===== src/hdl/conv_pool_macros.svh =====
`ifndef CONV_POOL_MACROS_SVH
`define CONV_POOL_MACROS_SVH

// image geometry, raster order
`define CP_IMG_COLS 10
`define CP_IMG_ROWS 10

// kernel side, square 5x5
`define CP_K 5
`define CP_CONV_COLS 6 // image width minus 4

// two feature maps
`define CP_MAPS 2
`define CP_TAPS 26 // 25 weights + bias at tap 25

// datapath widths
`define CP_PIX_W 8
`define CP_W_W 8
`define CP_ACC_W 24 // 25 products of 8x8 plus bias, no overflow

`endif


===== src/hdl/conv_pool_pkg.sv =====
`include "conv_pool_macros.svh"

package conv_pool_pkg;

	typedef logic signed [`CP_PIX_W-1:0] pixel_t; // input pixel
	typedef logic signed [`CP_W_W-1:0] weight_t; // weight or bias
	typedef logic signed [`CP_ACC_W-1:0] acc_t; // conv sum and pooled value

	// position counters
	typedef logic [$clog2(`CP_IMG_COLS)-1:0] col_t;
	typedef logic [$clog2(`CP_IMG_ROWS)-1:0] row_t;

	typedef logic [$clog2(`CP_TAPS)-1:0] tap_t; // 0..24 weights, 25 bias
	typedef logic [$clog2(`CP_MAPS)-1:0] map_t;

	// frame control
	typedef enum logic [1:0] {
		FILL, // fewer than five rows seen
		RUN,
		DONE // one cycle, pulses frame_done
	} frame_state_t;

endpackage


===== src/hdl/kernel_store.sv =====
`timescale 1ns/1ps
`include "conv_pool_macros.svh"

// writable weights and bias per map, written between frames
module kernel_store (
	input logic clk,
	input logic rst,
	input logic weight_we,
	input conv_pool_pkg::map_t weight_map,
	input conv_pool_pkg::tap_t weight_tap,
	input conv_pool_pkg::weight_t weight_data,
	output logic [(`CP_TAPS-1)*`CP_W_W-1:0] weights0,
	output logic [(`CP_TAPS-1)*`CP_W_W-1:0] weights1,
	output conv_pool_pkg::weight_t bias0,
	output conv_pool_pkg::weight_t bias1
);

	conv_pool_pkg::weight_t taps [`CP_MAPS][`CP_TAPS];

	always_ff @(posedge clk) begin
		if (rst) begin
			for (int m = 0; m < `CP_MAPS; m++)
				for (int t = 0; t < `CP_TAPS; t++)
					taps[m][t] <= '0;
		end else if (weight_we && weight_tap < `CP_TAPS) begin
			taps[weight_map][weight_tap] <= weight_data; // visible next cycle
		end
	end

	// flatten, tap t at bits [t*W +: W]
	always_comb begin
		for (int t = 0; t < `CP_TAPS - 1; t++) begin
			weights0[t*`CP_W_W +: `CP_W_W] = taps[0][t];
			weights1[t*`CP_W_W +: `CP_W_W] = taps[1][t];
		end
	end

	assign bias0 = taps[0][`CP_TAPS-1]; // tap 25
	assign bias1 = taps[1][`CP_TAPS-1];

	a_tap_range: assert property (@(posedge clk) disable iff (rst)
		weight_we |-> weight_tap < `CP_TAPS);

endmodule


===== config.mk =====
export PLATFORM = sky130hd
export DESIGN_NAME = kernel_store
export DESIGN_NICKNAME = d
export VERILOG_FILES = /design/src/hdl/conv_pool_pkg.sv /design/src/hdl/kernel_store.sv
export VERILOG_INCLUDE_DIRS = /design/src /design/src/hdl
export SDC_FILE = /design/constraint.sdc
export NUM_CORES = 1
export LEC_CHECK = 0
export ABC_CLOCK_PERIOD_IN_PS = 2500
export BUFFER_PORTS_ARGS = -buffer_cell sky130_fd_sc_hd__buf_2
export CORE_MARGIN = 5
export CORE_UTILIZATION = 52
export CTS_CLUSTER_DIAMETER = 100
export DETAILED_ROUTE_END_ITERATION = 7
export PLACE_DENSITY_LB_ADDON = 0.15
export SYNTH_ARGS = -nofsm -noshare
export SYNTH_HDL_FRONTEND = slang
export SYNTH_SLANG_ARGS = --single-unit
export TNS_END_PERCENT = 50

===== constraint.sdc =====
create_clock -name clk -period 2.5 [get_ports clk]
set_input_delay 0.125 -clock clk [delete_from_list [all_inputs] [get_ports clk]]
set_output_delay 0.125 -clock clk [all_outputs]
set_load 0.02 [all_outputs]

==> metrics.txt, run 1 <==
TritonCTS clock tree=done; die height=182.2 um; clock sink count=416; row count=63; #FFs+latches synth=416; Multi-input gate area=2511 um2; clock transition at the registers of the reported paths=0.06 ns; total gr overflow=0; clock buffer depth=3; vias=9,535; leakage=6.987 nW; Max Cap Viol=0; DIE AREA=33,180 um2; crit path time final=1.435 ns; Setup crit start kind=input pin; vias in the first global route=9,266; final core occ=0.6524; endpoints failing hold=0; first-pass GRT wire length=61.94 mm; largest net degree at the start of global routing=97; Worst VDD drop=0.4462 mV; Core ar.=29,480 um2; Distinct cells, synth=30; global placer's final weighted congestion=0.8089; DR DRC count=0; clk root buf=clkbuf_16; GRT Total Usage=0.2496; Power Density=814.9 nW/um2; FF/Latch Area=12,490 um2; post-synth design cell area=15,410 um2; Initial Util=0.5227; drt initial violations=769; Max Freq=696.9 MHz; Fillers=2,120; fin. max-slew vios=0; Die Width=182.2 um; Worst Hold Class=input pin to flip-flop; Rel. slew slack=0.5124; layout cells sized above 1=0.4769; CP Launch Point=weight_we; area delta synth->final=24.80%; outcome=finished clean; H-Tree Depth=2; leading area contributor after synthesis=edfxtp_1; post-cts sizing count=0; worst path arrival time=1.60 ns; post-synthesis cell count=857; NumNets Final=1,284; Area contributors post-synth=edfxtp_1 81%, nor3_1 5.4%, nor3_2 3.8%, a31o_2 1.5%, buf_2 1.4%; mean area per synthesized cell=17.98 um2; Antenna Nets Post-Route=0; register area share after synthesis=0.8106; final setup fails=0; RSZ-0062 raised after global routing=no; setup TNS after final layout=0 ns; critical path endpoint category=flip-flop; WS Path Type=input pin to flip-flop; worst path required time=2.67 ns; drt wl/cell=25.40 um; Hold Path Depth=3; final worst path period share=0.5739; share of the synthesized area in the top cell type=0.8106; drt total wl=42.93 mm; first drt pass iteration count=5; worst slew pin tran=0.7287 ns; vias per cell=5.642; Largest Register=taps; biggest regs=taps x416; peak fanout along the critical path=14; input/output buffers=432; Ports=433; synth warn=0; max reg flops=416; CTS Buf Count=40; post-cts hold buffer count=0; Synth Net Count=874; worst hold start=weight_data[5]; initial antenna violation count=2; post-CTS setup buffers=0; dpl hpwl=29.93 mm
[layer usage]
metal / share of wire / vias up / track usage
met5: 0 / - / 0
met2: 0.50 / 482 / 0.4243
met4: 0.023 / 0 / 0.06214
met1: 0.38 / 4798 / 0.3251
li1: - / 4194 / -
met3: 0.097 / 61 / 0.06458
[logic make-up after synthesis]
group | share of synthesized area
AND/OR/NAND/NOR | 0.1272
flip-flops | 0.8106
AO/OA/AOI/OAI | 0.03012
buffers and inverters | 0.03207
[worst paths after layout]
check,slack [ns],end
hold / removal,0.07,taps[1][205]$_SDFFCE_PN0P_
setup / recovery,1.07,taps[0][55]$_SDFFCE_PN0P_
[worst max-delay path, stage by stage]
cell      delay, ns
buf_2          0.23
buf_4          0.23
nor4bb_4       0.35
buf_4          0.20
a41o_1         0.46
[report_power, final]
group          switching, mW  total [mW]  internal, mW  leakage (nW)
Sequential             0.143        8.27          8.13          3.97
Combinational           1.23        1.64         0.409          2.41
Clock                   2.42        5.76          3.33         0.608
Total                   3.80        15.7          11.9          6.99
[stage by stage]
stage	power, mW	instances	area [um2]	hold WS, ns	setup WS [ns]
5_1_grt	16.17	1690	19230	0.06302	0.9716
4_1_cts	15.77	1688	19230	0.05529	1.083
6_report	15.67	1690	19230	0.07288	1.065
3_5_place_dp	10.08	1615	17980	0.5687	0.5468
2_1_floorplan	9.369	857	15410	0.3975	0.4649
3_3_place_gp	10.07	1615	17980	0.5723	0.6008
[placed cells by master (no fill, tap or decap)]
cell | netlist | final
a21o_1 | 12 | 12
a31o_2 | 27 | 27
a41o_1 | 12 | 12
and4b_1 | 3 | 3
and4bb_2 | 1 | 1
buf_12 | 0 | 4
buf_2 | 43 | 432
buf_4 | 2 | 28
bufinv_16 | 0 | 3
clkbuf_1 | 42 | 11
clkbuf_16 | 0 | 41
clkinv_1 | 0 | 9
clkinv_2 | 0 | 5
clkinvlp_4 | 0 | 1
diode_2 | 0 | 2
edfxtp_1 | 416 | 416
inv_1 | 9 | 9
inv_6 | 0 | 3
nand2b_1 | 3 | 1
nand2b_2 | 0 | 2
nand3b_1 | 1 | 1
nand4b_1 | 9 | 9
nand4bb_1 | 16 | 16
nor2_1 | 2 | 2
nor2b_1 | 3 | 3
nor3_1 | 167 | 159
nor3_2 | 58 | 66
nor3b_1 | 2 | 2
nor4b_1 | 1 | 1
nor4b_4 | 0 | 1
nor4bb_1 | 3 | 1
nor4bb_4 | 0 | 2
o211a_1 | 1 | 1
o21bai_1 | 1 | 1
or2_2 | 2 | 2
or3b_4 | 0 | 1
or4b_1 | 10 | 10
[cell type report]
cell class	instances	area share
Antenna cell	2	0.0002602
Clock buffer	52	0.05549
Clock inverter	21	0.009498
Inverter	9	0.001757
Multi-Input combinational cell	336	0.1306
Sequential cell	416	0.6495
Tap cell	390	0.02537
Timing Repair Buffer	464	0.1275
[synth_stat cells]
cell,number
o211a_1,1
or4b_1,10
nor4b_2,1
o21bai_1,1
nand3b_1,1
buf_6,5
nor3_1,167
nor2b_1,3
nor4b_1,1
nor2_1,2
nor3_2,58
clkbuf_1,42
inv_1,9
edfxtp_1,416
nor3b_1,2
or3b_1,1
buf_2,43
nand4bb_1,16
nand2b_1,3
nor4bb_1,3
clkbuf_2,1
and4b_1,3
a21o_1,12
a31o_2,27
buf_1,3
or2_2,2
and4bb_2,1
buf_4,2
a41o_1,12
nand4b_1,9
No activity file was read; power rests on OpenSTA's default activity.
==> run 2, diff against run 1 <==
--- a/config.mk
+++ b/config.mk
@@ -6,7 +6,7 @@
 export SDC_FILE = /design/constraint.sdc
 export NUM_CORES = 1
 export LEC_CHECK = 0
-export ABC_CLOCK_PERIOD_IN_PS = 2500
+export ABC_CLOCK_PERIOD_IN_PS = 1340
 export BUFFER_PORTS_ARGS = -buffer_cell sky130_fd_sc_hd__buf_2
 export CORE_MARGIN = 5
 export CORE_UTILIZATION = 52
==> constraint.sdc (replaced) <==
create_clock -name clk -period 1.34 [get_ports clk]
set_input_delay 0.067 -clock clk [delete_from_list [all_inputs] [get_ports clk]]
set_output_delay 0.067 -clock clk [all_outputs]
set_load 0.02 [all_outputs]
==> run 2 against run 1 <==
Count of clock-buffer cells in the layout is 6 lower. Flip-flop and latch count did not move. Utilization up 5.6 points. Largest power group unchanged. Combinational power rose by 120%. Cell area increased by 8.6%. Critical path type is now flip-flop to output port. Setup slack worse by 0.98 ns. Global-route usage increased by 1.3 points. Total power grew 91%. First-iteration DRC count is 5.5% higher.
==> metrics.txt, run 2 (synthesis results as in run 1) <==
outcome=finished clean (unchanged); vias=10.12k (was 9,535); worst path arrival time=1.19 ns (was 1.60 ns); final core occ=0.7088 (was 0.6524); CTS Buf Count=40 (unchanged); commonest non-fill, non-tap cell in the layout=buf_2 (unchanged); largest net degree at the start of global routing=39 (was 97); fin. max-slew vios=0 (unchanged); Max Cap Viol=0 (unchanged); Die Width=182.2 um (unchanged); worst-path cell chain=buf_2 (was buf_2 -> buf_4 -> nor4bb_4 -> buf_4 -> a41o_1); area delta synth->final=35.58% (was 24.80%); CP delay by family, top=flip-flops (was buffers and inverters); first-pass GRT wire length=65.05 mm (was 61.94 mm); TritonCTS clock tree=done (unchanged); Worst VDD drop=0.8318 mV (was 0.4462 mV); Buf/Inv on CP=1 (was 3); die height=182.2 um (unchanged); clk root buf=clkbuf_16 (unchanged); worst slew pin tran=0.4444 ns (was 0.7287 ns); Hold Slack=0.06090 ns (was 0.07288 ns); Antenna Nets Post-Route=0 (unchanged); leakage=7.833 nW (was 6.987 nW); first drt pass iteration count=5 (unchanged); ANT cells=0 (was 2); DR DRC count=0 (unchanged); final setup fails=0 (unchanged); worst setup path end=weights0[79] (was taps[0][55]$_SDFFCE_PN0P_); DIE AREA=33,180 um2 (unchanged); Power Total=29.86 mW (was 15.67 mW); Worst Hold Class=input pin to flip-flop (unchanged); CP Launch Point=taps[0][135]$_SDFFCE_PN0P_ (was weight_we); Rel. slew slack=0.7037 (was 0.5124); pre-CTS WS=-0.2679 ns (was 0.5468 ns); RSZ-0062 raised after global routing=no (unchanged); total gr overflow=0 (unchanged); layout cells sized above 1=0.5285 (was 0.4769); setup TNS after final layout=0 ns (unchanged); drt wl/cell=24.64 um (was 25.40 um); crit path time final=1.253 ns; clock sink count=416 (unchanged); input/output buffers=432 (unchanged); final instance area=20,900 um2 (was 19,230 um2); max incr delay on CP=0.46 ns (about the same); Max Freq=798.2 MHz; post-CTS setup buffers=0 (unchanged); clock transition at the registers of the reported paths=0.07 ns (was 0.06 ns); dpl hpwl=31.27 mm (was 29.93 mm); drt total wl=44.68 mm (was 42.93 mm); endpoints failing hold=0 (unchanged); vias in the first global route=10.03k (was 9,266); H-Tree Depth=2 (unchanged); peak fanout along the critical path=1 (was 14); clock buffer depth=3 (unchanged); initial antenna violation count=1 (was 2); vias per cell=5.580 (was 5.642); Largest Register=taps (unchanged); global placer's final weighted congestion=0.8252 (was 0.8089); critical path endpoint category=output port (was flip-flop); Core ar.=29,480 um2 (unchanged); final std cells w/o fill=1,813 (was 1,690); Power Density=1429 nW/um2 (was 814.9 nW/um2); NumNets Final=1,411 (was 1,284); post-cts sizing count=0 (unchanged); worst path required time=1.27 ns (was 2.67 ns); final worst path period share=0.9350; WP depth=1 (was 5); biggest regs=taps x416 (unchanged); row count=63 (unchanged); Setup crit start kind=flip-flop (was input pin); final worst slack=0.08716 ns (was 1.065 ns); GRT Total Usage=0.2625 (was 0.2496); Initial Util=0.5227 (unchanged); Ports=433 (unchanged); slowest CP cell=edfxtp_1 (was a41o_1); worst hold start=weight_data[7] (was weight_data[5]); Post-Place Cell Area=19,630 um2 (was 17,980 um2); WS Path Type=flip-flop to output port (was input pin to flip-flop); placed cells=1,742 (was 1,615); max reg flops=416 (unchanged); drt initial violations=811 (was 769); post-cts hold buffer count=0 (unchanged); most frequent cells in the layout=432 x buf_2, 416 x edfxtp_1, 159 x nor3_1 (unchanged)
## run 2: where the power goes
| part | switching [mW] | internal (mW) | total [mW] |
|---|---|---|---|
| clock | 4.67 | 6.21 | 10.9 |
| combinational | 2.41 | 1.14 | 3.55 |
| sequential | 0.264 | 15.2 | 15.4 |
## run 2: worst min path at each step
stage | endpoint | slack (ns) | cells after the start
after floorplan | taps[1][204]$_SDFFCE_PN0P_ | 0.39 | 2
after global placement | weights1[139] | 0.51 | 1
after detailed placement | weights1[163] | 0.51 | 1
after CTS | taps[1][207]$_SDFFCE_PN0P_ | 0.03 | 3
after global routing | taps[1][207]$_SDFFCE_PN0P_ | 0.04 | 3
final | taps[1][207]$_SDFFCE_PN0P_ | 0.06 | 3
## run 2: area by class of cell
cell class	count	area [um2]
sequential	416	12490
fill	1976	8586
timing repair buffer	591	4031
multi-input combinational	336	2585
clock buffer	46	1045
tap	390	488.0
clock inverter	25	220.2
inverter	9	33.78
## run 2: per-layer routing
layer / global-route usage / up-vias / routed length [um]
li1: - / 4456 / -
met1: 0.3493 / 5023 / 17180
met2: 0.4401 / 557 / 22180
met3: 0.06299 / 78 / 4101
met4: 0.06965 / 2 / 1195
met5: 0 / - / 13
