--- src/hdl/line_buffer.sv ---
`timescale 1ns/1ps

// four chained row delay lines, r1 is the row directly above din
module line_buffer #(
	parameter int COLS = 10,
	parameter int DATA_W = 8
) (
	input logic clk,
	input logic rst,
	input logic en,
	input logic [DATA_W-1:0] din,
	output logic [DATA_W-1:0] r1,
	output logic [DATA_W-1:0] r2,
	output logic [DATA_W-1:0] r3,
	output logic [DATA_W-1:0] r4
);

	logic [DATA_W-1:0] dl [4][COLS]; // dl[k] holds row k+1 above

	always_ff @(posedge clk) begin
		if (rst) begin
			for (int k = 0; k < 4; k++)
				for (int c = 0; c < COLS; c++)
					dl[k][c] <= '0; // zero fill
		end else if (en) begin
			dl[0][0] <= din;
			for (int k = 1; k < 4; k++)
				dl[k][0] <= dl[k-1][COLS-1]; // tail of one row feeds next
			for (int k = 0; k < 4; k++)
				for (int c = 1; c < COLS; c++)
					dl[k][c] <= dl[k][c-1];
		end
	end

	// oldest entry of each line is the pixel COLS pushes back
	assign r1 = dl[0][COLS-1];
	assign r2 = dl[1][COLS-1];
	assign r3 = dl[2][COLS-1];
	assign r4 = dl[3][COLS-1];

endmodule

--- config.mk ---
export PLATFORM = sky130hd
export DESIGN_NAME = line_buffer
export DESIGN_NICKNAME = d
export VERILOG_FILES = /design/src/hdl/line_buffer.sv
export SDC_FILE = /design/constraint.sdc
export NUM_CORES = 1
export LEC_CHECK = 0
export BUFFER_PORTS_ARGS = -buffer_cell sky130_fd_sc_hd__buf_4
export CAP_MARGIN = 30
export CORE_MARGIN = 2
export CORE_UTILIZATION = 65
export DETAILED_ROUTE_END_ITERATION = 10
export PLACE_DENSITY = 0.83
export SLEW_MARGIN = 20
export SYNTH_ARGS = -nofsm -noshare
export SYNTH_HDL_FRONTEND = slang
export SYNTH_SLANG_ARGS = --single-unit
--- constraint.sdc ---
create_clock -name clk -period 13.8 [get_ports clk]
set_input_delay 1.38 -clock clk [delete_from_list [all_inputs] [get_ports clk]]
set_output_delay 1.38 -clock clk [all_outputs]
set_load 0.1 [all_outputs]
==> results of run 1 <==
[worst max-delay path, stage by stage]
cell and delay, ns:
buf_4 0.18, nor2b_4 0.43, buf_4 0.73, buf_4 0.57, buf_16 0.30, and2_1 0.18
[metrics by stage]
stage | cells | hold slack [ns]
global route | 987 | 0.528
floorplan | 719 | 0.452
CTS | 986 | 0.496
detailed placement | 933 | 0.481
global placement | 931 | 0.467
finish | 987 | 0.495
[power breakdown]
part,total [µW],leakage [µW],switching [µW],internal [µW]
clock,789,0.000462,335,453
combinational,104,0.00125,78.7,25.6
sequential,1140,0.00352,16.2,1130
total,2040,0.00523,430,1610
[cells in the mapped netlist (all sizes together)]
| cell type | n | share of area (%) |
|---|---|---|
| edfxtp | 312 | 77 |
| mux2i | 8 | 0.65 |
| dfxtp | 8 | 1.3 |
| clkbuf | 3 | 0.092 |
| or2 | 1 | 0.051 |
| buf | 66 | 5.0 |
| and2 | 312 | 16 |
| nor2 | 8 | 0.25 |
| nor2b | 1 | 0.11 |
[cell type report]
class,count,area (µm²)
well taps,234,293
clock buffers,35,769
clock inverters,18,175
repair buffers,50,435
fillers,1052,5290
multi-input cells,330,2080
flip-flops and latches,320,9530
[metal layers]
layer | track usage, % | wire length (µm) | vias to the layer above | part of all wire [%]
li1 | - | - | 2466 | -
met1 | 22.8 | 7180 | 2506 | 46
met2 | 25.0 | 7350 | 82 | 47
met3 | 3.46 | 759 | 35 | 4.9
met4 | 4.89 | 352 | 0 | 2.3
met5 | 0 | 0 | - | 0
[path summary, 6_finish.rpt]
path / start / to / cells past startpoint
max: en / dl[2][0] / 6
min: dl[2][70] / dl[2][70] / 2
max reg2reg: dl[1][1] / dl[2][73] / 1
min reg2reg: dl[2][70] / dl[2][70] / 2
[kinds of logic after synthesis]
logic type    Yosys count  share of synthesized area [%]
flops                 320                           77.9
simple gates          322                           16.4
mux                     8                          0.654
buf+inv                69                           5.13
==> results.cfg, run 1 <==
[place]
io_buffers = 42
dp_slack_ns = 9.76
place_area_um2 = 12300
hpwl_um = 8140
gp_congestion = 0.771

[global_route]
grt_pass1_vias = 5092
grt_max_degree = 125
grt_overflow = 0
grt_usage_pct = 15.9
grt_pass1_wl_um = 25300
antenna_found_initial = 0

[floorplan]
die_w_um = 141
ios = 43
die-height_um = 141
start_util_pct = 65.9
rows = 50
placeableCoreArea_um2 = 18600
dieArea_um2 = 19900

[routing]
drt.antenna.violating_nets = 0
first_iter_violations = 423
via_per_inst = 5.16
num_vias = 5089
drc_errors = 0
wirelength_um = 15600
drtPass1Iterations = 4
wire_per_inst_um = 15.8

[worst_setup_path]
path_max_fanout = 124
cp_data_arrival_time_ns = 3.85
startpoint_type = input port
crit_required_ns = 14.21
reg2reg_slack_ns = 12.91
path_class = input port to flop
crit_path_end_kind = flop

[timing]
fin_ws_ns = 10.35
fmax_mhz = 290
final-hold-violation-count = 0
slew_headroom_pct = 40.6
rsz0062_at_grt = no
final.setup.tns_ns = 0
tightestPinTransition_ns = 0.891
clock_skew_ns = 0.0118
setup_viol = 0
period_minus_slack_ns = 3.45
period_share_pct = 25.0
slew_viol_final = 0

[finish]
layout_common_cells = 312 x and2_1, 312 x edfxtp_1, 47 x buf_4
utilization_pct = 71.5
drive_above_1_share_pct = 12.5
regMostFlops = dl
area_delta_synth_final_pct = 8.56
largest_reg_flops = 320
stdcell_area_um2 = 13300
largest_registers = dl x320
antenna_cells = 0
finalNetCount = 743

[clock_network]
cts_tree = done
clock-root-buffer = clkbuf_16
numCtsBuffers = 30
clockBufferDepth = 3
holdBufCountCts = 0
clkSlewWorstSetupHoldPaths_ns = 0.06
clk_latency_ns = 0.55
postCtsSetupBuffers = 0
cts_sinks = 320
htreeDepth = 1
cts_resized = 0

[power]
total_power_uw = 2040
peakVddDrop_mv = 0.102
p_leak_uw = 0.00523
power_density_nw_per_um2 = 153

[synth]
synth_cells = 719
synth_cell_type_count = 11
ys_seq_area_share_pct = 77.9
syn_nets = 730
yosysWarnings = 0
syn_avg_cell_area_um2 = 17.0
ys_seq_elements = 320
syn_area_um2 = 12200

[run]
max-cap-violations = 0

[worst_hold_path]
hold_class = flop to flop

[run_status]
outcome = completed
No activity file was read; power rests on OpenSTA's default activity.
==> run 2, diff against run 1 <==
Settings changed: ABC_AREA from default to 1, CORE_UTILIZATION 65 to 56, PLACE_DENSITY 0.83 to 0.76.
Clock period 13.8 ns to 2.8 ns, I/O delays scaled along.
==> run 2 against run 1 <==
  * Die area up 36%
  * Area after synthesis rose by 18%
  * Clock power increased to 5.4 times the previous value
  * Sequential share of layout area is 11 points lower
  * Non-clock buffer count rose by 7
  * Largest cell class unchanged
  * Highest routed layer unchanged
==> results.cfg, run 2 <==
[run_status]
outcome = completed

[routing]
drtPass1Iterations = 4
via_per_inst = 4.43
drt.antenna.violating_nets = 0
num_vias = 6271
first_iter_violations = 592
wire_per_inst_um = 11.9
drc_errors = 0
wirelength_um = 16900

[power]
switching_share_pct = 23.0
peakVddDrop_mv = 0.444
power_density_nw_per_um2 = 690
p_seq_share_pct = 52.3
combPwrFrac_pct = 8.0
power.switching_uw = 2480
p_leak_uw = 0.00573
p_int_uw = 8310
p_clk_share_pct = 39.7

[synth]
synth.most_common_cell = inv_1
yosysWarnings = 0
synth_edf_count = 312
ys_seq_area_share_pct = 66.0
async_flop_share_pct = 0
syn_nets = 1050
yosysTopAreaCell = edfxtp_1
netlist_top_cells_area = edfxtp_1 65%, nor2_4 16%, inv_1 8.1%
synth_cell_type_count = 14
syn_area_um2 = 14400
synth.top_cell.area_share_pct = 64.9
ys_seq_elements = 320
synth_cells = 1039
synthFlopType = edfxtp_1
synth_common_cells = 313 x inv_1, 312 x edfxtp_1, 200 x nor2_4
syn_avg_cell_area_um2 = 13.9

[clock_network]
cts_tree = done
postCtsSetupBuffers = 0
numCtsBuffers = 34
holdBufCountCts = 0
clk_latency_ns = 0.50
clockBufferDepth = 3
htreeDepth = 2
clock-root-buffer = clkbuf_16
cts_resized = 0
clkSlewWorstSetupHoldPaths_ns = 0.06
cts_sinks = 320

[timing]
rsz0062_at_grt = no
slew_headroom_pct = 45.0
period_minus_slack_ns = 1.55
final-hold-violation-count = 0
period_share_pct = 55.3
fin_ws_ns = 1.25
fmax_mhz = 646
slew_viol_final = 0
final.setup.tns_ns = 0
clock_skew_ns = 0.0265
setup_viol = 0
tightestPinTransition_ns = 0.825

[place]
hpwl_um = 9180
gp_congestion = 0.751
dp_slack_ns = 0.842
io_buffers = 42

[floorplan]
dieArea_um2 = 27100
start_util_pct = 57.2
die-height_um = 165
die_w_um = 165
placeableCoreArea_um2 = 25300
rows = 58
ios = 43

[finish]
regMostFlops = dl
finalNetCount = 1076
layout_common_cells = 312 x inv_1, 312 x edfxtp_1, 201 x nor2_4
area_delta_synth_final_pct = 8.30
largest_reg_flops = 320
largest_registers = dl x320
antenna_cells = 0
drive_above_1_share_pct = 32.5

[worst_setup_path]
cp_data_arrival_time_ns = 1.65
reg2reg_slack_ns = 1.92
crit_required_ns = 2.90
path_max_fanout = 150
crit_path_end_kind = flop
startpoint_type = input port
path_class = input port to flop

[run]
max-cap-violations = 0

[global_route]
grt_overflow = 0
antenna_found_initial = 0
grt_pass1_vias = 6115
grt_max_degree = 151
grt_pass1_wl_um = 28900
grt_usage_pct = 13.3

[worst_hold_path]
hold_class = input port to flop
## run 2: cell types whose count changed after synthesis, moves of 8 or more
cell,previous run,this run
nor2_2,0,51
buf_12,0,22
nor2_1,8,62
and2_1,312,0
inv_1,0,313
buf_6,33,9
nand3_1,0,8
mux2i_1,8,0
nor2_4,0,200
nand2_1,0,16
## run 2: logic make-up (layout without fill, tap and decap cells)
family | after synthesis | in the layout | synth area share (%)
flops | 320 | 320 | 66.0
buf+inv | 381 | 429 | 13.8
simple gates | 338 | 338 | 20.3
## run 2: power by group through the flow
| stage | registers [µW] | logic (µW) | clock network, µW |
|---|---|---|---|
| 2_1_floorplan | 5750 | 833 | 0 |
| 3_3_place_gp | 5740 | 855 | 0 |
| 3_5_place_dp | 5740 | 869 | 0 |
| 4_1_cts | 5650 | 876 | 4390 |
| 5_1_grt | 5670 | 930 | 4560 |
| 6_report | 5650 | 862 | 4280 |
## run 2: worst max-delay path, cell delays in order
cell	delay, ns
buf_4	0.16
nor2_4	0.21
clkinvlp_4	0.42
buf_12	0.39
## run 2: layer usage
metal | part of all wire (%) | global-route usage [%] | up-vias
met5 | 0 | 0 | -
met4 | 2.3 | 4.55 | 0
met3 | 3.6 | 2.89 | 31
met2 | 49 | 21.2 | 93
met1 | 45 | 18.3 | 3001
li1 | - | - | 3146
## run 2: final timing paths
path              startpoint        end  cells past startpoint
setup / recovery          en   dl[3][0]                      4
hold / removal        din[6]  dl[0][78]                      3
setup reg to reg    dl[0][4]  dl[1][76]                      2
hold reg to reg    dl[2][66]  dl[2][66]                      2
## run 2: per-stage QoR
stage          total power [µW]  area [µm²]  hold slack (ns)  std cells  util (%)
5_1_grt                   11200       15600           0.0711       1417      61.9
2_1_floorplan              6580       14500            0.419       1039         -
3_3_place_gp               6590       14600            0.433       1359      57.7
4_1_cts                   10900       15600           0.0557       1417      61.9
3_5_place_dp               6610       14600            0.437       1359      57.7
6_report                  10800       15600           0.0748       1417      61.9
## run 2: area by class of cell
type | instances | area [µm²]
Sequential cell | 320 | 9530
Tap cell | 330 | 413
Multi-Input combinational cell | 338 | 2930
Clock inverter | 16 | 151
Timing Repair Buffer | 57 | 528
Clock buffer | 42 | 902
Fill cell | 1836 | 9620
Inverter | 314 | 1180
==> run 3, diff against run 2 <==
Settings changed: ABC_AREA 1 to 0, CORE_UTILIZATION 56 to 61, PLACE_DENSITY 0.76 to 0.79.
Clock period 2.8 ns to 1.5 ns, I/O delays scaled along.
==> run 3 against run 2 <==
  * Count of clock-buffer cells in the layout fell by 7
  * Register-to-register slack got worse by 1.3 ns
  * Cell area fell by 14%
  * Combinational power rose by 21%
  * Setup slack got worse by 1.2 ns
  * Total power rose by 70%
  * Global-route usage rose by 2.2 points
  * Flip-flop and latch count did not move
==> results.cfg, run 3 (same netlist as run 1, synthesis figures left out) <==
[worst_setup_path]
path_max_fanout = 2
path_class = flop to primary output
crit_path_end_kind = primary output
startpoint_type = flop
crit_buf_inv = 1
crit_required_ns = 1.35
critPathMaxStageDelay_ns = 0.42
cp_slowest_cell = edfxtp_1
worstPathCellList = buf_4
cp_data_arrival_time_ns = 1.29
critical_path.top_delay_family = flip-flops
reg2reg_slack_ns = 0.61

[power]
p_leak_uw = 0.00532
total_power_uw = 18400
power_density_nw_per_um2 = 1360
peakVddDrop_mv = 0.957

[floorplan]
die-height_um = 146
dieArea_um2 = 21200
die_w_um = 146
start_util_pct = 62.5
ios = 43
rows = 51
placeableCoreArea_um2 = 19600

[timing]
tightestPinTransition_ns = 0.475
setup_viol = 0
slew_headroom_pct = 68.4
period_minus_slack_ns = 1.44
final.setup.tns_ns = 0
slew_viol_final = 0
final-hold-violation-count = 0
clock_skew_ns = 0.0189
period_share_pct = 95.9
fmax_mhz = 695
rsz0062_at_grt = no

[run_status]
outcome = completed

[global_route]
grt_pass1_vias = 5250
grt_usage_pct = 15.5
grt_overflow = 0
grt_busiest_layer = met2
grt_use_met2_pct = 26.7
grt_max_degree = 160
grt_util_met3_pct = 2.76
grt_pass1_wl_um = 26500
antenna_found_initial = 0
met1_usage_pct = 20.9

[routing]
first_iter_violations = 453
drtPass1Iterations = 4
via_per_inst = 4.97
drc_errors = 0
wirelength_um = 16100
wire_per_inst_um = 15.5
drt.antenna.violating_nets = 0
num_vias = 5156

[clock_network]
clk_latency_ns = 0.54
postCtsSetupBuffers = 0
clock-root-buffer = clkbuf_16
cts_sinks = 320
cts_tree = done
clkSlewWorstSetupHoldPaths_ns = 0.06
numCtsBuffers = 29
clockBufferDepth = 3
htreeDepth = 1

[place]
place_area_um2 = 12500
dp_cells = 978
gp_congestion = 0.734
io_buffers = 42
hpwl_um = 8750

[finish]
antenna_cells = 0
largest_reg_flops = 320
fillCellCount = 1162
finalNetCount = 765
stdcell_area_um2 = 13500
drive_above_1_share_pct = 13.1
largest_registers = dl x320
layout_common_cells = 312 x and2_1, 312 x edfxtp_1, 53 x buf_4
regMostFlops = dl
final_cells = 1038
area_delta_synth_final_pct = 10.4

[run]
max-cap-violations = 0

[worst_hold_path]
hold_class = input port to flop
-- run 3: layer usage --
metal  up-vias  part of all wire (%)
li1       2507                     -
met2        83                    50
met5         -                     0
met1      2541                    44
met4         0                   1.9
met3        25                   4.2
-- run 3: timing repair --
action                    4_1_cts  5_1_grt
hold endpoints to repair       16        0
hold buffers                   10        0
resized for setup               0        0
-- run 3: cell type report --
class                           count  area [µm²]  area share [%]
Timing Repair Buffer               73         698            5.17
Clock buffer                       35         748            5.54
Tap cell                          265         332            2.45
Clock inverter                     15         121           0.898
Multi-Input combinational cell    330        2080            15.4
Sequential cell                   320        9530            70.5
-- run 3: per-stage QoR --
| step | setup WS [ns] | utilization [%] | hold slack (ns) |
|---|---|---|---|
| 2_1_floorplan | -1.48 | - | 0.343 |
| 3_3_place_gp | 0.207 | 64.0 | 0.408 |
| 3_5_place_dp | 0.147 | 64.0 | 0.416 |
| 4_1_cts | 0.0288 | 69.0 | 0.395 |
| 5_1_grt | 0.0358 | 69.0 | 0.418 |
| 6_report | 0.0618 | 69.0 | 0.417 |
-- run 3: path summary, 6_finish.rpt --
check / to / cells past startpoint / start
min reg2reg: dl[2][67] / 2 / dl[2][75]
max: r2[1] / 1 / dl[1][1]
min: dl[2][64] / 3 / rst
max reg2reg: dl[2][73] / 1 / dl[1][1]
-- run 3: power breakdown --
part / switching (µW) / total, µW / internal, µW
clock: 2980 / 6840 / 3870
combinational: 742 / 1040 / 293
sequential: 146 / 10500 / 10400
