[src/hdl/conv_pool_macros.svh]
`ifndef CONV_POOL_MACROS_SVH
`define CONV_POOL_MACROS_SVH

// image geometry, raster order
`define CP_IMG_COLS 10
`define CP_IMG_ROWS 10

// kernel side, square 5x5
`define CP_K 5
`define CP_CONV_COLS 6 // image width minus 4

// two feature maps
`define CP_MAPS 2
`define CP_TAPS 26 // 25 weights + bias at tap 25

// datapath widths
`define CP_PIX_W 8
`define CP_W_W 8
`define CP_ACC_W 24 // 25 products of 8x8 plus bias, no overflow

`endif

[src/hdl/conv_pool_pkg.sv]
`include "conv_pool_macros.svh"

package conv_pool_pkg;

	typedef logic signed [`CP_PIX_W-1:0] pixel_t; // input pixel
	typedef logic signed [`CP_W_W-1:0] weight_t; // weight or bias
	typedef logic signed [`CP_ACC_W-1:0] acc_t; // conv sum and pooled value

	// position counters
	typedef logic [$clog2(`CP_IMG_COLS)-1:0] col_t;
	typedef logic [$clog2(`CP_IMG_ROWS)-1:0] row_t;

	typedef logic [$clog2(`CP_TAPS)-1:0] tap_t; // 0..24 weights, 25 bias
	typedef logic [$clog2(`CP_MAPS)-1:0] map_t;

	// frame control
	typedef enum logic [1:0] {
		FILL, // fewer than five rows seen
		RUN,
		DONE // one cycle, pulses frame_done
	} frame_state_t;

endpackage

[src/hdl/line_buffer.sv]
`timescale 1ns/1ps

// four chained row delay lines, r1 is the row directly above din
module line_buffer #(
	parameter int COLS = 10,
	parameter int DATA_W = 8
) (
	input logic clk,
	input logic rst,
	input logic en,
	input logic [DATA_W-1:0] din,
	output logic [DATA_W-1:0] r1,
	output logic [DATA_W-1:0] r2,
	output logic [DATA_W-1:0] r3,
	output logic [DATA_W-1:0] r4
);

	logic [DATA_W-1:0] dl [4][COLS]; // dl[k] holds row k+1 above

	always_ff @(posedge clk) begin
		if (rst) begin
			for (int k = 0; k < 4; k++)
				for (int c = 0; c < COLS; c++)
					dl[k][c] <= '0; // zero fill
		end else if (en) begin
			dl[0][0] <= din;
			for (int k = 1; k < 4; k++)
				dl[k][0] <= dl[k-1][COLS-1]; // tail of one row feeds next
			for (int k = 0; k < 4; k++)
				for (int c = 1; c < COLS; c++)
					dl[k][c] <= dl[k][c-1];
		end
	end

	// oldest entry of each line is the pixel COLS pushes back
	assign r1 = dl[0][COLS-1];
	assign r2 = dl[1][COLS-1];
	assign r3 = dl[2][COLS-1];
	assign r4 = dl[3][COLS-1];

endmodule

[src/hdl/maxpool22.sv]
`timescale 1ns/1ps
`include "conv_pool_macros.svh"

// 2x2 stride-2 max over the conv stream of one map
module maxpool22 (
	input logic clk,
	input logic rst,
	input logic conv_shift,
	input logic pool_take,
	input conv_pool_pkg::acc_t conv_value,
	output logic pool_valid,
	output conv_pool_pkg::acc_t pool_value
);

	conv_pool_pkg::acc_t above; // conv row above, same column
	conv_pool_pkg::acc_t prev; // left neighbour
	conv_pool_pkg::acc_t above_prev; // upper left
	conv_pool_pkg::acc_t max_lo;
	conv_pool_pkg::acc_t max_hi;

	// one conv row of delay, deeper lines left open
	line_buffer #(
		.COLS(`CP_CONV_COLS),
		.DATA_W(`CP_ACC_W)
	) u_row_dly (
		.clk(clk),
		.rst(rst),
		.en(conv_shift),
		.din(conv_value),
		.r1(above),
		.r2(),
		.r3(),
		.r4()
	);

	always_ff @(posedge clk) begin
		if (conv_shift) begin
			prev <= conv_value;
			above_prev <= above;
		end
	end

	assign max_lo = (prev > conv_value) ? prev : conv_value;
	assign max_hi = (above_prev > above) ? above_prev : above;

	always_ff @(posedge clk) begin
		if (rst)
			pool_valid <= 1'b0;
		else
			pool_valid <= pool_take;
		if (pool_take)
			pool_value <= (max_hi > max_lo) ? max_hi : max_lo;
	end

	// blocks close at most every other conv output
	a_valid_pulse: assert property (@(posedge clk) disable iff (rst)
		pool_valid |=> !pool_valid);

endmodule

[config.mk]
export PLATFORM = sky130hd
export DESIGN_NAME = maxpool22
export DESIGN_NICKNAME = d
export VERILOG_FILES = /design/src/hdl/conv_pool_pkg.sv /design/src/hdl/line_buffer.sv /design/src/hdl/maxpool22.sv
export VERILOG_INCLUDE_DIRS = /design/src /design/src/hdl
export SDC_FILE = /design/constraint.sdc
export NUM_CORES = 1
export LEC_CHECK = 0
export ABC_CLOCK_PERIOD_IN_PS = 5200
export BUFFER_PORTS_ARGS = -buffer_cell sky130_fd_sc_hd__buf_2
export CAP_MARGIN = 20
export CORE_ASPECT_RATIO = 1.1
export CORE_UTILIZATION = 34
export CTS_CLUSTER_SIZE = 28
export DETAILED_ROUTE_END_ITERATION = 10
export PLACE_DENSITY_LB_ADDON = 0.08
export SKIP_LAST_GASP = 1
export SLEW_MARGIN = 15
export SYNTH_ARGS = -nofsm -noshare
export SYNTH_HDL_FRONTEND = slang
export SYNTH_SLANG_ARGS = --single-unit
[constraint.sdc]
create_clock -name clk -period 5.2 [get_ports clk]
set_input_delay 0.26 -clock clk [delete_from_list [all_inputs] [get_ports clk]]
set_output_delay 0.26 -clock clk [all_outputs]
set_load 0.03 [all_outputs]
==> results of run 1 <==
## cells in the final DEF, fill, tap and decap left out, types with 17 or more instances in the layout
| cell type | synthesis | final |
|---|---|---|
| edfxtp_1 | 216 | 216 |
| and2_1 | 147 | 147 |
| ha_1 | 72 | 72 |
| a21oi_1 | 58 | 58 |
| buf_2 | 9 | 52 |
| inv_1 | 51 | 51 |
| nand2_1 | 35 | 35 |
| o21ai_0 | 33 | 32 |
| buf_4 | 1 | 32 |
| nand3_1 | 30 | 30 |
| clkbuf_16 | 0 | 26 |
| a31oi_1 | 25 | 25 |
| nand4_1 | 17 | 17 |
## worst max-delay path, stage by stage (launching register included)
cell       delay [ns]
edfxtp_1         0.38
inv_1            0.06
ha_1             0.37
nand4_1          0.24
nor4_4           0.42
a21oi_1          0.15
a21boi_2         0.24
buf_4            0.22
o21ai_0          0.23
nand2_1          0.09
ha_1             0.38
nand4_2          0.16
or4_1            0.54
o31ai_1          0.20
a31oi_1          0.07
buf_4            0.24
a2111oi_1        0.52
a31oi_1          0.18
## Yosys cell counts (2+ instances only)
| master | instances | area share (%) |
|---|---|---|
| clkbuf_1 | 28 | 1.0 |
| a21o_1 | 4 | 0.29 |
| buf_2 | 9 | 0.43 |
| o21ai_0 | 33 | 1.6 |
| ha_1 | 72 | 8.7 |
| nand2_1 | 35 | 1.3 |
| nor4_1 | 2 | 0.12 |
| buf_8 | 2 | 0.29 |
| and2_1 | 147 | 8.8 |
| nor2b_1 | 5 | 0.30 |
| a21boi_1 | 16 | 1.2 |
| a31oi_1 | 25 | 1.5 |
| o211ai_1 | 3 | 0.22 |
| nand3_1 | 30 | 1.4 |
| a21boi_0 | 10 | 0.72 |
| nor3_1 | 4 | 0.19 |
| a2111oi_0 | 25 | 2.1 |
| nor2_1 | 6 | 0.22 |
| a21oi_1 | 58 | 2.8 |
| inv_1 | 51 | 1.8 |
| o31ai_1 | 2 | 0.14 |
| nand4_1 | 17 | 1.0 |
| edfxtp_1 | 216 | 62 |
## layout make-up
class / count / area (µm²) / area share [%]
timing repair buffer: 101 / 691 / 5.61
tap: 408 / 510 / 4.15
clock inverter: 13 / 154 / 1.25
inverter: 51 / 191 / 1.56
sequential: 217 / 6510 / 52.9
multi-input combinational: 508 / 3580 / 29.1
clock buffer: 33 / 677 / 5.50
## logic make-up after synthesis
| family | synth area share (%) |
|---|---|
| AO/OA/AOI/OAI | 11.3 |
| adder cells (fa/ha/maj) | 8.66 |
| flip-flops | 62.5 |
| buffers and inverters | 3.75 |
| AND/OR/NAND/NOR | 13.8 |
## registers in the layout, indices dropped and copies added (netlist names)
register / count
u_row_dly.dl: 144
above_prev: 24
prev: 24
pool_value: 24
pool_valid: 1
## how the worst max path moves through the flow
stage | from | endpoint | cells past startpoint
finish | u_row_dly.dl[0][23]$_SDFFCE_PN0P_ | pool_value[7]$_DFFE_PP_ | 17
global route | u_row_dly.dl[0][23]$_SDFFCE_PN0P_ | pool_value[10]$_DFFE_PP_ | 17
CTS | u_row_dly.dl[0][23]$_SDFFCE_PN0P_ | pool_value[9]$_DFFE_PP_ | 17
detailed placement | u_row_dly.dl[0][23]$_SDFFCE_PN0P_ | pool_value[9]$_DFFE_PP_ | 17
global placement | u_row_dly.dl[0][15]$_SDFFCE_PN0P_ | pool_value[22]$_DFFE_PP_ | 18
floorplan | prev[14]$_DFFE_PP_ | pool_value[15]$_DFFE_PP_ | 18
## metrics by stage
step / hold WS (ns) / utilization [%]
after floorplan: 0.332 / -
after global placement: 0.463 / 37.8
after detailed placement: 0.484 / 37.8
after CTS: 0.00185 / 41.1
after global routing: 0.00928 / 41.3
final: 0.0172 / 41.3
## per-layer routing
layer  part of all wire, %  up-vias
met5                     0        -
met4                   1.4        0
met3                   5.0       25
met2                    43      148
met1                    51     3200
li1                      -     3216
## what timing repair did
action,4_1_cts,5_1_grt
hold buffers,15,0
endpoints found under the setup margin,2,24
resized for setup,1,20
hold endpoints to repair,15,0
## power breakdown
part	internal (mW)	switching [mW]	leakage (nW)
sequential	2.15	0.0676	2.31
clock	1.07	0.703	0.403
combinational	0.405	0.703	2.19
total	3.62	1.47	4.91
==> impl_results.md, run 1 <==
* Crit share post-route at 95.7%
* I/O pin total at 53
* Die height at 185 µm
* Worst-margin pin slew at 1.00 ns
* Min-Delay Endpoint: prev[11]$_DFFE_PP_
* GR Util met2 at 23.7%
* Mapped Area at 10400 µm²
* Gpl congestion at 0.851
* CTS Buf Count at 26
* Initial antenna violation count at 0
* Avg Synthesized Cell Area at 12.7 µm²
* HP Start: conv_value[11]
* Post-synth ARST share at 0%
* Yosys cell types at 40
* Vias in the first global route at 6612
* Clock slew seen by the registers of the worst setup and hold paths at 0.06 ns
* Dpl hpwl at 17.3 mm
* Die X at 169 µm
* Yosys Warn Count at 0
* Diodes inserted at 0
* Hold depth at 1
* Pins Over Slew Limit at 0
* Pre-CTS setup slack at -0.00501 ns
* Crit path DAT at 5.22 ns
* Core area at 29800 µm²
* Starting DRT DRC Count at 397
* Fmax at 0.201 GHz
* Initial DRT Pass Iterations at 7
* Worst Reg-to-Reg Cells at 17
* Worst-case clock buffer depth at 3
* Share of cells above drive strength 1 at 14.4%
* Number of nets in the layout at 1005
* Hold Crit Class: in -> reg
* Max Cap Viol at 0
* Crit Path Class: reg -> reg
* Root Driver: clkbuf_16
* Seq cells post-synth at 217
* Row count at 66
* DRT Wirelength at 24.3 mm
* Post-synth EDFFs at 216
* Worst EP required at 5.44 ns
* Fillcell total at 2795
* Setup-failing EPs final at 0
* Worst vdd ir at 0.000253 V
* Largest net degree at the start of global routing at 83
* Fin cells at 1331
* Worst R2R End: pool_value[7]$_DFFE_PP_
* Worst Slack Setup Final at 0.223 ns
* Grt ovf at 0
* Tmin final at 4.98 ns
* Flop2flop setup slack at 0.22 ns
* Finished Cell Area at 12300 µm²
* Post-DP Area at 11300 µm²
* Clock sinks at 217
* CTS tree: done
* Initial Util at 34.9%
* Setup tns final at 0 ns
* GRT Total Usage at 15.7%
* Skew final at 0.0200 ns
* Met1 Usage GRT at 23.3%
* Main synth FF type: edfxtp_1
* Unrepaired setup endpoints after global routing: true
* Final ANT Viol Nets at 0
* # placed instances at 1270
* Syn_nets at 917
* Worst r2r src: u_row_dly.dl[0][23]$_SDFFCE_PN0P_
* Sequential share of the synthesized area at 62.5%
* Outcome: completed
* Most Used Layer, Global Route: met2
* Post-Syn Instances at 817
* M3 GR Usage at 2.66%
* Vias at 6589
* Number of H-tree levels at 1
* Routed wire per std cell at 18.2 µm
* Die area at 31300 µm²
* DRC viols at 0
* Global-route wire length before repair at 37.6 mm
* PwrDens at 414 nW/µm²
* Total power at 5.09 mW
* Final hold viol count at 0
* Port Buffers at 52
* Clock latency on the worst-skew pair at 0.54 ns
* Critical-path maximum fanout at 25
* CP Capture Type: register
* Critical Path Start Type: register
* Synth-to-Final Area Change at 18.2%
* Post-CTS setup buffers at 0
* Routed vias/inst at 4.95
* Relative slew slack at 33.1%
* Leak at 4.91 nW
(Power assumes the default switching activity.)
==> run 2, diff against run 1 <==
--- a/config.mk
+++ b/config.mk
@@ -6,6 +6,7 @@
 export SDC_FILE = /design/constraint.sdc
 export NUM_CORES = 1
 export LEC_CHECK = 0
+export ABC_AREA = 1
 export ABC_CLOCK_PERIOD_IN_PS = 5200
 export BUFFER_PORTS_ARGS = -buffer_cell sky130_fd_sc_hd__buf_2
 export CAP_MARGIN = 20
==> run 2 against run 1 <==
Core utilization fell by 0.94 points. Die area rose by 4.1%. Wire length fell by 1.4%. Clock power rose by 2%. Maximum frequency rose by 12%. Via count rose by 7.6%. Highest routed layer unchanged. First-iteration DRC count rose by 11%. Global-route usage fell by 0.27 points. Largest power group unchanged. Hold slack improved by 0.19 ns. Sequential power barely moved.
==> impl_results.md, run 2 <==
* Outcome: completed (unchanged)
* Yosys top cell area share at 59.8% (was 62.3%)
* Worst-case clock buffer depth at 3 (unchanged)
* Avg Synthesized Cell Area at 9.82 µm² (was 12.7 µm²)
* Fin cells at 1628 (was 1331)
* Worst EP required at 5.47 ns (was 5.44 ns)
* DRC viols at 0 (unchanged)
* Hold Crit Class: in -> reg (unchanged)
* Initial Util at 34.5% (was 34.9%)
* Final ANT Viol Nets at 0 (unchanged)
* Crit share post-route at 85.5% (was 95.7%)
* Post-Syn Instances at 1104 (was 817)
* Biggest register: u_row_dly.dl (unchanged)
* I/O pin total at 53 (unchanged)
* Routed vias/inst at 4.36 (was 4.95)
* Clock sinks at 217 (unchanged)
* Critical-path maximum fanout at 24 (was 25)
* Tmin final at 4.44 ns (was 4.98 ns)
* Fmax at 0.225 GHz (was 0.201 GHz)
* Number of nets in the layout at 1288 (was 1005)
* Post-synth ARST share at 0% (unchanged)
* Crit Path Class: in -> reg (was reg -> reg)
* Vias in the first global route at 6964 (was 6612)
* Setup-failing EPs final at 0 (unchanged)
* # placed instances at 1555 (was 1270)
* Die area at 32600 µm² (was 31300 µm²)
* Core area at 31400 µm² (was 29800 µm²)
* Cts repair resizes at 0 (was 1)
* Top-count cell post-synth: inv_1 (was edfxtp_1)
* Number of H-tree levels at 1 (unchanged)
* Pins Over Slew Limit at 0 (unchanged)
* GRT Total Usage at 15.4% (was 15.7%)
* Initial DRT Pass Iterations at 5 (was 7)
* Mapped Area at 10800 µm² (was 10400 µm²)
* Skew final at 0.00971 ns (was 0.0200 ns)
* Final hold viol count at 0 (unchanged)
* Unrepaired setup endpoints after global routing: false (was true)
* Top area cells in the synthesized netlist: edfxtp_1, inv_1, ha_1, nand2_1, nor2_1 (was edfxtp_1, and2_1, ha_1, a21oi_1, a2111oi_0)
* CP Capture Type: register (unchanged)
* Max reg flops at 144 (unchanged)
* Yosys Warn Count at 0 (unchanged)
* CTS tree: done (unchanged)
* Post-synth EDFFs at 216 (unchanged)
* Worst-margin pin slew at 0.744 ns (was 1.00 ns)
* Crit path DAT at 4.72 ns (was 5.22 ns)
* Die X at 172 µm (was 169 µm)
* Diodes inserted at 0 (unchanged)
* Clock slew seen by the registers of the worst setup and hold paths at 0.06 ns (about the same)
* Fin util at 40.3% (was 41.3%)
* Clock latency on the worst-skew pair at 0.52 ns (was 0.54 ns)
* Die height at 189 µm (was 185 µm)
* Main synth FF type: edfxtp_1 (unchanged)
* Synth area leader: edfxtp_1 (unchanged)
* Starting DRT DRC Count at 439 (was 397)
* PwrDens at 414 nW/µm² (about the same)
* Most common cell after layout, fill and taps aside: inv_1 (was edfxtp_1)
* Dpl hpwl at 16.5 mm (was 17.3 mm)
* Syn_nets at 1204 (was 917)
* Grt ovf at 0 (unchanged)
* Leak at 5.78 nW (was 4.91 nW)
* Sequential share of the synthesized area at 60.0% (was 62.5%)
* Global-route wire length before repair at 38.9 mm (was 37.6 mm)
* Root Driver: clkbuf_16 (unchanged)
* Commonest cells after routing, fill and taps aside: inv_1, edfxtp_1, nand2_1, nor2_1, nand3_1 (was edfxtp_1, and2_1, ha_1, a21oi_1, buf_2)
* Gpl congestion at 0.850 (was 0.851)
* Routed wire per std cell at 14.7 µm (was 18.2 µm)
* Seq cells post-synth at 217 (unchanged)
* Setup tns final at 0 ns (unchanged)
* Critical Path Start Type: input pin (was register)
* Row count at 68 (was 66)
* Relative slew slack at 50.4% (was 33.1%)
* Port Buffers at 52 (unchanged)
* Synth cell count leaders: inv_1, edfxtp_1, nand2_1 (was edfxtp_1, and2_1, ha_1)
* DRT Wirelength at 23.9 mm (was 24.3 mm)
* Synth-to-Final Area Change at 16.8% (was 18.2%)
* Largest net degree at the start of global routing at 118 (was 83)
* Yosys cell types at 25 (was 40)
* Max Cap Viol at 0 (unchanged)
* CTS Buf Count at 26 (unchanged)
* Vias at 7093 (was 6589)
* Initial antenna violation count at 0 (unchanged)
* Hold_ws at 0.204 ns (was 0.0172 ns)
* Share of cells above drive strength 1 at 9.35% (was 14.4%)
* Worst vdd ir at 0.000198 V (was 0.000253 V)
==> run 2: cell count changes in the layout (fill, tap and decap cells not counted), moves of 15 or more <==
cell      previous run  this run
a21oi_1             58        27
a21boi_1            15         0
o21ai_0             32         4
nand3_1             30       102
inv_1               51       246
nor2_1               6       170
a31oi_1             25         0
buf_4               32         9
nand2_1             35       183
and2_1             147        24
==> run 2: report_power, final <==
| group | internal [mW] | switching (mW) | leakage (nW) |
|---|---|---|---|
| Sequential | 2.16 | 0.0631 | 2.32 |
| Combinational | 0.382 | 0.834 | 3.05 |
| Clock | 1.09 | 0.719 | 0.412 |
| Total | 3.63 | 1.62 | 5.78 |
==> run 2: path summary, 6_finish.rpt <==
kind / start / to / slack [ns] / cells past startpoint
worst max-delay path: conv_value[23] / pool_value[16]$_DFFE_PP_ / 0.76 / 24
worst min-delay path: conv_shift / above_prev[4]$_DFFE_PP_ / 0.20 / 1
worst max register to register: prev[23]$_DFFE_PP_ / pool_value[16]$_DFFE_PP_ / 0.85 / 21
worst min register to register: u_row_dly.dl[0][19]$_SDFFCE_PN0P_ / above_prev[19]$_DFFE_PP_ / 0.45 / 0
==> run 2: layer usage <==
metal	part of all wire (%)	up-vias	global-route usage, %
li1	-	3699	-
met1	53	3248	23.9
met2	42	115	22.6
met3	4.0	31	2.07
met4	1.7	0	3.57
met5	0	-	0
==> run 2: critical path, stage by stage <==
cell and delay [ns]:
dlygate4sd3_1 0.53, buf_2 0.12, inv_1 0.08, ha_1 0.39, a21oi_1 0.15, o21ai_0 0.09
nor2_1 0.26, nand3_1 0.14, nand2_1 0.09, nand3_2 0.44, nand2_1 0.32, nand2_1 0.08
ha_1 0.30, nand2_1 0.07, nor2_1 0.10, buf_4 0.13, nand2_1 0.05, nand2_1 0.12
nand2_1 0.09, nand4_1 0.14, nand3_2 0.18, buf_4 0.29, nand3_1 0.19, nand2_1 0.08
==> run 2: final cells by class <==
| cell class | instances | area (µm²) |
|---|---|---|
| clock buffers | 29 | 683 |
| clock inverters | 19 | 181 |
| fillers | 3157 | 18700 |
| inverters | 247 | 927 |
| multi-input cells | 609 | 3240 |
| flip-flops and latches | 217 | 6510 |
| well taps | 420 | 526 |
| repair buffers | 87 | 598 |
==> run 2: per-stage QoR <==
step | cell area [µm²] | total power, mW | setup slack [ns]
CTS | 12700 | 5.34 | 0.747
detailed placement | 11500 | 3.48 | 0.727
finish | 12700 | 5.25 | 0.755
global route | 12700 | 5.56 | 0.382
global placement | 11500 | 3.46 | 0.729
floorplan | 10800 | 3.12 | 1.90
==> run 2: repair_timing <==
item | CTS | global route
setup buffers | 0 | 0
endpoints found under the hold margin | 25 | 0
hold buffers | 25 | 0
==> run 2: cell families after synthesis <==
family	count (synthesis)	share of synthesized area, %
DFF	217	60.0
buffers and inverters	278	10.2
AOI/OAI and AO/OA	38	1.92
and+or+nand+nor	499	19.6
adders and majority gates	72	8.31
